==> config.mk <==
export PLATFORM = sky130hd
export DESIGN_NAME = vpu_top
export DESIGN_NICKNAME = d
export VERILOG_FILES = /design/src/source/vpu_pkg.sv /design/src/source/vpu_stage_if.sv /design/src/source/vpu_operand_reg.sv /design/src/source/vpu_lane_alu.sv /design/src/source/vpu_lane_stage.sv /design/src/source/vpu_reduce.sv /design/src/source/vpu_top.sv
export VERILOG_INCLUDE_DIRS = /design/src /design/src/source
export SDC_FILE = /design/constraint.sdc
export NUM_CORES = 2
export LEC_CHECK = 0
export BUFFER_PORTS_ARGS = -buffer_cell sky130_fd_sc_hd__clkbuf_2
export CAP_MARGIN = 25
export CORE_MARGIN = 4
export CORE_UTILIZATION = 59
export CTS_CLUSTER_SIZE = 12
export DETAILED_ROUTE_END_ITERATION = 10
export GPL_ROUTABILITY_DRIVEN = 0
export PLACE_DENSITY_LB_ADDON = 0.3
export SYNTH_ARGS = -nofsm -noshare
export SYNTH_HDL_FRONTEND = slang
export SYNTH_SLANG_ARGS = --single-unit
==> constraint.sdc <==
create_clock -name clk -period 8.1 [get_ports clk]
set_clock_uncertainty 0.2 [all_clocks]
set_input_delay 0.405 -clock clk [delete_from_list [all_inputs] [get_ports clk]]
set_output_delay 0.405 -clock clk [all_outputs]
set_load 0.03 [all_outputs]
==> src/source/vpu_cfg.svh <==
// lane geometry and byte saturation bounds for the vector unit
`ifndef VPU_CFG_SVH
`define VPU_CFG_SVH

// four byte lanes packed in one word
`define VPU_LANES   4
`define VPU_LANE_W  8

// lane results carry a full 16-bit product
`define VPU_WIDE_W  16
`define VPU_WORD_W  32

// clip bounds for signed and unsigned bytes
`define VPU_SMAX    127
`define VPU_SMIN    (-128)
`define VPU_UMAX    255

`endif

==> src/source/vpu_pkg.sv <==
// vector word union, lane and reduction opcode types, byte clip function
package vpu_pkg;

    `include "vpu_cfg.svh"

    // same 32 bits, seen as a word or as four byte lanes (lane 0 low)
    typedef union packed {
        logic [`VPU_WORD_W-1:0]                 word;
        logic [`VPU_LANES-1:0][`VPU_LANE_W-1:0] lanes;
    } vec_word_u;

    typedef logic [`VPU_LANES-1:0][`VPU_WIDE_W-1:0] wide_lanes_t;

    // wide enough for an unsigned sum of four 16-bit lanes, plus sign
    typedef logic signed [19:0] acc_t;

    typedef enum logic [2:0] {
        LF_PASS_A = 3'b000,
        LF_ADD    = 3'b001,
        LF_SUB    = 3'b010,
        LF_MUL    = 3'b011,
        LF_MOVB   = 3'b100,
        LF_MAX    = 3'b101,
        LF_MIN    = 3'b110,
        LF_XOR    = 3'b111
    } lane_func_e;

    typedef struct packed {
        logic       is_unsigned;
        logic       sat;
        lane_func_e func;
    } lane_op_t;

    // pack with red_unsigned set means byte xor
    typedef enum logic [1:0] {
        RF_PACK = 2'b00,
        RF_SUM  = 2'b01,
        RF_MAX  = 2'b10,
        RF_MIN  = 2'b11
    } red_func_e;

    typedef struct packed {
        logic      red_unsigned;
        red_func_e red_func;
    } red_op_t;

    // clip to byte range, 0..255 or -128..127
    function automatic acc_t sat_byte(input acc_t v, input logic is_unsigned);
        acc_t hi;
        acc_t lo;
        hi = is_unsigned ? acc_t'(`VPU_UMAX) : acc_t'(`VPU_SMAX);
        lo = is_unsigned ? acc_t'(0) : acc_t'(`VPU_SMIN);
        if (v > hi)
            return hi;
        else if (v < lo)
            return lo;
        return v;
    endfunction

endpackage

==> src/source/vpu_stage_if.sv <==
// stage interfaces: operand_if into the lane stage, lane_if into the reduce stage
`timescale 1ns/1ns

// registered operands and opcodes after the input stage
interface operand_if import vpu_pkg::*; ();
    vec_word_u ra;
    vec_word_u rb;
    lane_op_t  lane_op;
    red_op_t   red_op;
    logic      issue;

    modport src (
        output ra, rb, lane_op, red_op, issue
    );

    modport dst (
        input ra, rb, lane_op, red_op, issue
    );
endinterface

// registered 16-bit lane results after the lane stage
interface lane_if import vpu_pkg::*; ();
    wide_lanes_t lanes;
    red_op_t     red_op;
    // saturate flag of the lane op, reused by the sum reduction
    logic        sat;
    logic        issue;

    modport src (
        output lanes, red_op, sat, issue
    );

    modport dst (
        input lanes, red_op, sat, issue
    );
endinterface

==> src/source/vpu_operand_reg.sv <==
// input stage: operand, opcode and issue registers
`timescale 1ns/1ns
`include "vpu_cfg.svh"

module vpu_operand_reg import vpu_pkg::*; (
    input  logic                   clk,
    input  logic                   rstn,
    input  logic                   holdn,
    input  logic [`VPU_WORD_W-1:0] ra,
    input  logic [`VPU_WORD_W-1:0] rb,
    input  lane_op_t               lane_op,
    input  red_op_t                red_op,
    input  logic                   issue,
    operand_if.src                 op_if
);

    // operands enter as words, the lane stage reads them as bytes
    always_ff @(posedge clk) begin
        if (!rstn) begin
            op_if.ra.word <= '0;
            op_if.rb.word <= '0;
        end else if (holdn) begin
            op_if.ra.word <= ra;
            op_if.rb.word <= rb;
        end
    end

    // opcodes follow the operands
    always_ff @(posedge clk) begin
        if (!rstn) begin
            op_if.lane_op <= '0;
            op_if.red_op  <= '0;
        end else if (holdn) begin
            op_if.lane_op <= lane_op;
            op_if.red_op  <= red_op;
        end
    end

    // issue strobe, only taken on a non-stalled edge
    always_ff @(posedge clk) begin
        if (!rstn) begin
            op_if.issue <= 1'b0;
        end else if (holdn) begin
            op_if.issue <= issue;
        end
    end

endmodule

==> src/source/vpu_lane_alu.sv <==
// single lane ALU: add, sub, multiply, max, min, xor with byte saturation
`timescale 1ns/1ns
`include "vpu_cfg.svh"

module vpu_lane_alu import vpu_pkg::*; (
    input  logic [`VPU_LANE_W-1:0] a,
    input  logic [`VPU_LANE_W-1:0] b,
    input  lane_op_t               lane_op,
    output logic [`VPU_WIDE_W-1:0] y
);

    logic                        sgn;
    logic signed [`VPU_LANE_W:0] ax;
    logic signed [`VPU_LANE_W:0] bx;
    logic signed [`VPU_LANE_W:0] max_v;
    logic signed [`VPU_LANE_W:0] min_v;
    logic                        a_gt_b;
    acc_t                        sum_v;
    acc_t                        diff_v;
    acc_t                        prod_v;
    acc_t                        arith;
    acc_t                        clipped;

    // 9-bit lane value with sign bit, sign extended result to 16 bits
    function automatic logic [`VPU_WIDE_W-1:0] widen(input logic signed [`VPU_LANE_W:0] v);
        return `VPU_WIDE_W'(v);
    endfunction

    assign sgn = ~lane_op.is_unsigned;

    // extra top bit makes signed and unsigned both fit a signed compare
    assign ax = {sgn & a[`VPU_LANE_W-1], a};
    assign bx = {sgn & b[`VPU_LANE_W-1], b};

    // exact results, no overflow at this width
    assign sum_v  = acc_t'(ax) + acc_t'(bx);
    assign diff_v = acc_t'(ax) - acc_t'(bx);
    assign prod_v = acc_t'(ax) * acc_t'(bx);

    assign a_gt_b = ax > bx;
    assign max_v  = a_gt_b ? ax : bx;
    assign min_v  = a_gt_b ? bx : ax;

    // arithmetic result feeding the clip logic
    always_comb begin
        case (lane_op.func)
            LF_ADD:  arith = sum_v;
            LF_SUB:  arith = diff_v;
            default: arith = prod_v;
        endcase
    end

    assign clipped = sat_byte(arith, lane_op.is_unsigned);

    always_comb begin
        case (lane_op.func)
            LF_PASS_A: begin
                y = widen(ax);
            end
            LF_ADD, LF_SUB, LF_MUL: begin
                // wrap to the low 16 bits unless saturating
                if (lane_op.sat)
                    y = clipped[`VPU_WIDE_W-1:0];
                else
                    y = arith[`VPU_WIDE_W-1:0];
            end
            LF_MOVB: begin
                y = widen(bx);
            end
            LF_MAX: begin
                y = widen(max_v);
            end
            LF_MIN: begin
                y = widen(min_v);
            end
            default: begin
                // xor is always zero extended
                y = `VPU_WIDE_W'(a ^ b);
            end
        endcase
    end

endmodule

==> src/source/vpu_lane_stage.sv <==
// lane stage: four lane ALUs and the stage-2 register
`timescale 1ns/1ns
`include "vpu_cfg.svh"

module vpu_lane_stage import vpu_pkg::*; (
    input  logic   clk,
    input  logic   rstn,
    input  logic   holdn,
    operand_if.dst op_if,
    lane_if.src    ln_if
);

    wide_lanes_t lanes_next;

    // one ALU per byte lane, all sharing the same opcode
    for (genvar i = 0; i < `VPU_LANES; i++) begin : g_lane
        vpu_lane_alu u_alu (
            .a       (op_if.ra.lanes[i]),
            .b       (op_if.rb.lanes[i]),
            .lane_op (op_if.lane_op),
            .y       (lanes_next[i])
        );
    end

    // lane results
    always_ff @(posedge clk) begin
        if (!rstn) begin
            ln_if.lanes <= '0;
        end else if (holdn) begin
            ln_if.lanes <= lanes_next;
        end
    end

    // reduction op, sat flag and issue move along with the lanes
    always_ff @(posedge clk) begin
        if (!rstn) begin
            ln_if.red_op <= '0;
            ln_if.sat    <= 1'b0;
            ln_if.issue  <= 1'b0;
        end else if (holdn) begin
            ln_if.red_op <= op_if.red_op;
            ln_if.sat    <= op_if.lane_op.sat;
            ln_if.issue  <= op_if.issue;
        end
    end

endmodule

==> src/source/vpu_reduce.sv <==
// reduce stage: pack, sum, max, min and xor of the lanes, result register
`timescale 1ns/1ns
`include "vpu_cfg.svh"

module vpu_reduce import vpu_pkg::*; (
    input  logic                   clk,
    input  logic                   rstn,
    input  logic                   holdn,
    lane_if.dst                    ln_if,
    output logic [`VPU_WORD_W-1:0] result,
    output logic                   result_valid
);

    logic                        sgn;
    logic signed [`VPU_WIDE_W:0] lx [`VPU_LANES];
    logic signed [`VPU_WIDE_W:0] max_v;
    logic signed [`VPU_WIDE_W:0] min_v;
    acc_t                        sum_v;
    logic [`VPU_LANE_W-1:0]      xor_v;
    vec_word_u                   pack_v;
    logic [`VPU_WORD_W-1:0]      red_word;

    assign sgn = ~ln_if.red_op.red_unsigned;

    // lane extension, sum, xor and pack in one pass
    always_comb begin
        sum_v = '0;
        xor_v = '0;
        for (int i = 0; i < `VPU_LANES; i++) begin
            lx[i] = {sgn & ln_if.lanes[i][`VPU_WIDE_W-1], ln_if.lanes[i]};
            sum_v = sum_v + acc_t'(lx[i]);
            xor_v = xor_v ^ ln_if.lanes[i][`VPU_LANE_W-1:0];
            pack_v.lanes[i] = ln_if.lanes[i][`VPU_LANE_W-1:0];
        end
    end

    // extremal lane search
    always_comb begin
        max_v = lx[0];
        min_v = lx[0];
        for (int i = 1; i < `VPU_LANES; i++) begin
            if (lx[i] > max_v)
                max_v = lx[i];
            if (lx[i] < min_v)
                min_v = lx[i];
        end
    end

    always_comb begin
        case (ln_if.red_op.red_func)
            RF_SUM: begin
                if (ln_if.sat)
                    red_word = `VPU_WORD_W'(sat_byte(sum_v, ln_if.red_op.red_unsigned));
                else
                    red_word = `VPU_WORD_W'(sum_v);
            end
            RF_MAX: begin
                red_word = `VPU_WORD_W'(max_v);
            end
            RF_MIN: begin
                red_word = `VPU_WORD_W'(min_v);
            end
            default: begin
                // unsigned pack code selects the byte xor
                if (ln_if.red_op.red_unsigned)
                    red_word = `VPU_WORD_W'(xor_v);
                else
                    red_word = pack_v.word;
            end
        endcase
    end

    always_ff @(posedge clk) begin
        if (!rstn) begin
            result       <= '0;
            result_valid <= 1'b0;
        end else if (holdn) begin
            result       <= red_word;
            result_valid <= ln_if.issue;
        end
    end

endmodule

==> src/source/vpu_top.sv <==
// top level of the SIMD byte-vector unit, three pipeline stages
`timescale 1ns/1ns
`include "vpu_cfg.svh"

module vpu_top import vpu_pkg::*; (
    input  logic                   clk,
    input  logic                   rstn,
    input  logic                   holdn,
    input  logic [`VPU_WORD_W-1:0] ra,
    input  logic [`VPU_WORD_W-1:0] rb,
    input  lane_op_t               lane_op,
    input  red_op_t                red_op,
    input  logic                   issue,
    output logic [`VPU_WORD_W-1:0] result,
    output logic                   result_valid
);

    operand_if opif ();
    lane_if    lnif ();

    // stage 1, input registers
    vpu_operand_reg u_operand_reg (
        .clk     (clk),
        .rstn    (rstn),
        .holdn   (holdn),
        .ra      (ra),
        .rb      (rb),
        .lane_op (lane_op),
        .red_op  (red_op),
        .issue   (issue),
        .op_if   (opif)
    );

    // stage 2, lane ALUs
    vpu_lane_stage u_lane_stage (
        .clk   (clk),
        .rstn  (rstn),
        .holdn (holdn),
        .op_if (opif),
        .ln_if (lnif)
    );

    // stage 3, reduction and result
    vpu_reduce u_reduce (
        .clk          (clk),
        .rstn         (rstn),
        .holdn        (holdn),
        .ln_if        (lnif),
        .result       (result),
        .result_valid (result_valid)
    );

endmodule

==> metrics.cfg <==
[status]
status = finished clean

[synth]
synth_cell_type_count = 106
yosys.area_share.simple = 0.171
avgSynthCellArea_um2 = 8.19
synth_nets = 4768
synthAdderAreaFrac = 0.345
synth_edf_count = 0
synthTopCellsByArea = fa_1, ha_1, dfxtp_1, inv_1, mux2i_1
yosys_warnings = 0
synthMuxAreaShare = 0.0525
yosys_most_used_dff = dfxtp_1
ys_seq_elements = 175
yosysSeqAreaShare = 0.108
synth_xor_area_frac = 0.0296
netlist_area_mm2 = 0.0326
synth-compound-area-share = 0.214
yosys.area.top_type_share = 0.186
synth_top_area_cell = fa_1
synthArstFlopShare = 0
synth_top_family_by_area = adder cells
syn_inst = 3976

[worst_setup_path]
setup.worst_path.end = u_lane_stage.ln_if.lanes[31]
r2r-start = u_operand_reg.op_if.lane_op[4]
cpMaxStageDelayCell = fa_1
critPathLaunch = u_operand_reg.op_if.lane_op[4]
r2r.worst_path.cells = 29
worst_ep_required_time_ns = 8.30
path_max_fanout = 14
path_common_cell = fa_1
slowest_delay_ns = 0.70
path_class = flip-flop to flip-flop
critPathCaptureType = flip-flop
critPathLaunchType = flip-flop
cp.arrival_ns = 7.89
regToRegSetupSlack_ns = 0.41
r2r_end = u_lane_stage.ln_if.lanes[31]

[power]
ir_drop_uv = 199
powerDensity_mw_per_mm2 = 150
p_leak_nw = 17.5

[finish]
fillCellCount = 4577
final_cell_area_mm2 = 0.0355
finalNonFillerCells = 4802
nNetsFinal = 4881
utilization = 0.654
layout-drive-gt1-share = 0.0926
syn_to_final_growth_pct = 8.86

[cts]
cts_buffers = 17
cts_buffer_depth = 2
cts_tree = done
cts_sinks = 175
htreeDepth = 4
insertion_delay_ns = 0.51
path_clk_slew_ns = 0.08
cts_root_buf = clkbuf_16

[floorplanning]
rows = 85
io-pin-count = 109
fp.dieW_um = 243
coreArea_mm2 = 0.0542
die_h_um = 243
initial_core_util = 0.601
die-area_mm2 = 0.0590

[timing]
grt_setup_unrepaired = no
max_clock_freq_mhz = 130
worst_pin_slew_ns = 1.00
setup_viol = 0
relSlewSlack = 0.333
report.final.hold_viol_count = 0
finalCritPeriodShare = 0.949
final.setup.worst_slack_ns = 0.412
fin_crit_ns = 7.69
maxSlewViolCount = 0
tns_ns = 0

[global_route]
grt_pass1_vias = 30400
grt_max_degree = 95
grt_pass1_wl_um = 167000
grt-ovfl-total = 0
grt_usage = 0.351
antenna_found_initial = 4

[place]
dp.cells = 4698
pre_cts_ws_ns = 0.310
io_buffers = 108
hpwlAfterDp_um = 81400
placed_area_mm2 = 0.0341

[routing]
drc = 0
vias = 31200
drt-total-wl_um = 105000
ant_nets = 0
wl_per_cell_um = 21.8
drtPass1Iterations = 9
vias_per_cell = 6.50
initialDrtViolationCount = 3663

[hold_path]
hold_path_class = primary input to flip-flop

[job]
cap_violations = 0

repair_timing:
item                                   in CTS  in global routing
setup endpoints to repair                   0                 59
endpoints found under the hold margin      67                  0
buffers inserted                            0                  1
hold buffers                               67                  0
gates resized for setup                     0                 19
worst min path at each step:
stage | from | to | slack [ns] | cells past startpoint
final | ra[25] | u_operand_reg.op_if.ra[25] | 0.03 | 3
after detailed placement | u_reduce.result_valid | u_reduce.result_valid | 0.31 | 2
after CTS | ra[25] | u_operand_reg.op_if.ra[25] | 0.02 | 3
after global routing | ra[25] | u_operand_reg.op_if.ra[25] | 0.06 | 3
after floorplan | u_lane_stage.ln_if.lanes[60] | u_reduce.result[12] | 0.28 | 2
after global placement | u_operand_reg.op_if.red_op[1] | u_lane_stage.ln_if.red_op[1] | 0.30 | 2
cell type report:
| class | instances | area, µm² | share of cell area |
|---|---|---|---|
| Inverter | 476 | 1790 | 0.0504 |
| Clock buffer | 17 | 425 | 0.0120 |
| Sequential cell | 175 | 3510 | 0.0990 |
| Antenna cell | 4 | 10.0 | 0.000282 |
| Multi-Input combinational cell | 3123 | 26600 | 0.749 |
| Tap cell | 696 | 871 | 0.0246 |
| Clock inverter | 15 | 168 | 0.00473 |
| Timing Repair Buffer | 296 | 2130 | 0.0600 |
layer usage:
layer,GRT usage,wire length [µm],up-vias
met3,0.0748,11900,355
met5,0,0,-
met4,0.139,4670,0
met1,0.481,42300,14700
met2,0.545,45800,1967
li1,-,-,14200
logic make-up after synthesis:
family | Yosys count
AOI/OAI and AO/OA | 991
xor gates and xnor gates | 110
adders and majority gates | 716
buffers and inverters | 678
DFF | 175
muxes | 168
and+or+nand+nor | 1138
report_power, final:
part           switching (W)  leakage (nW)  total [W]  internal, W
logic                0.00201          15.7    0.00339      0.00138
clock network       0.000465         0.291   0.000878     0.000413
registers           0.000129          1.44    0.00105     0.000925
state kept, by name (all words and copies together), names as in the netlist:
name and count:
u_operand_reg.op_if.red_op 3, u_lane_stage.ln_if.issue 1, u_lane_stage.ln_if.red_op 3, u_operand_reg.op_if.rb 32, u_operand_reg.op_if.lane_op 5, u_lane_stage.ln_if.lanes 64
u_reduce.result_valid 1, u_operand_reg.op_if.issue 1, u_reduce.result 32, u_operand_reg.op_if.ra 32, u_lane_stage.ln_if.sat 1
metrics by stage:
| stage | hold WS [ns] | power, W |
|---|---|---|
| after detailed placement | 0.308 | 0.00432 |
| after CTS | 0.0157 | 0.00523 |
| after floorplan | 0.280 | 0.00347 |
| final | 0.0344 | 0.00532 |
| after global routing | 0.0582 | 0.00570 |
| after global placement | 0.299 | 0.00425 |
synthesized netlist by cell type (25+ instances only):
cell type,instances
a221o_1,38
clkbuf_1,160
xor2_1,28
a31oi_1,39
a221oi_1,28
o21a_1,35
a21o_1,65
inv_1,468
mux2i_1,146
fa_1,303
xnor2_1,82
o221ai_1,25
nor2_1,251
o211ai_1,63
nor3_1,59
nand4_1,35
nor2b_1,127
a21oi_1,211
a211oi_1,52
nand3_1,69
and2_1,89
nand2_1,346
ha_1,413
nand2b_1,44
dfxtp_1,175
o21ai_0,155
worst max-delay path: cells and delay by family, from the launching register on:
kind / cells / cell delay, ns
and+or+nand+nor: 5 / 1.13
DFF: 1 / 0.40
AOI/OAI and AO/OA: 10 / 1.84
buffers and inverters: 6 / 0.89
xor gates and xnor gates: 1 / 0.17
adders and majority gates: 7 / 2.92
layout by cell type, fill, tap and decap left out, types with 15 or more instances in the layout:
cell,n
clkbuf_16,17
dfxtp_1,168
fa_1,303
nor2_1,249
o21bai_1,22
mux2_2,22
clkbuf_2,106
nand2_1,346
buf_4,122
dlygate4sd3_1,67
nor2b_1,123
or3_1,19
inv_1,468
nand4_1,35
nor4_1,15
o31ai_1,22
a22oi_1,17
a31oi_1,38
nand3_1,68
o21a_1,35
o21ai_0,153
and2_1,89
a221o_1,38
xnor2_1,81
a211oi_1,49
o211ai_1,63
a21oi_1,208
o221ai_1,25
mux2i_1,145
and3_1,23
ha_1,413
o22ai_1,20
xor2_1,28
a21o_1,65
nor3_1,58
a221oi_1,28
nand2b_1,44
Power figures use the tool's default switching activity.
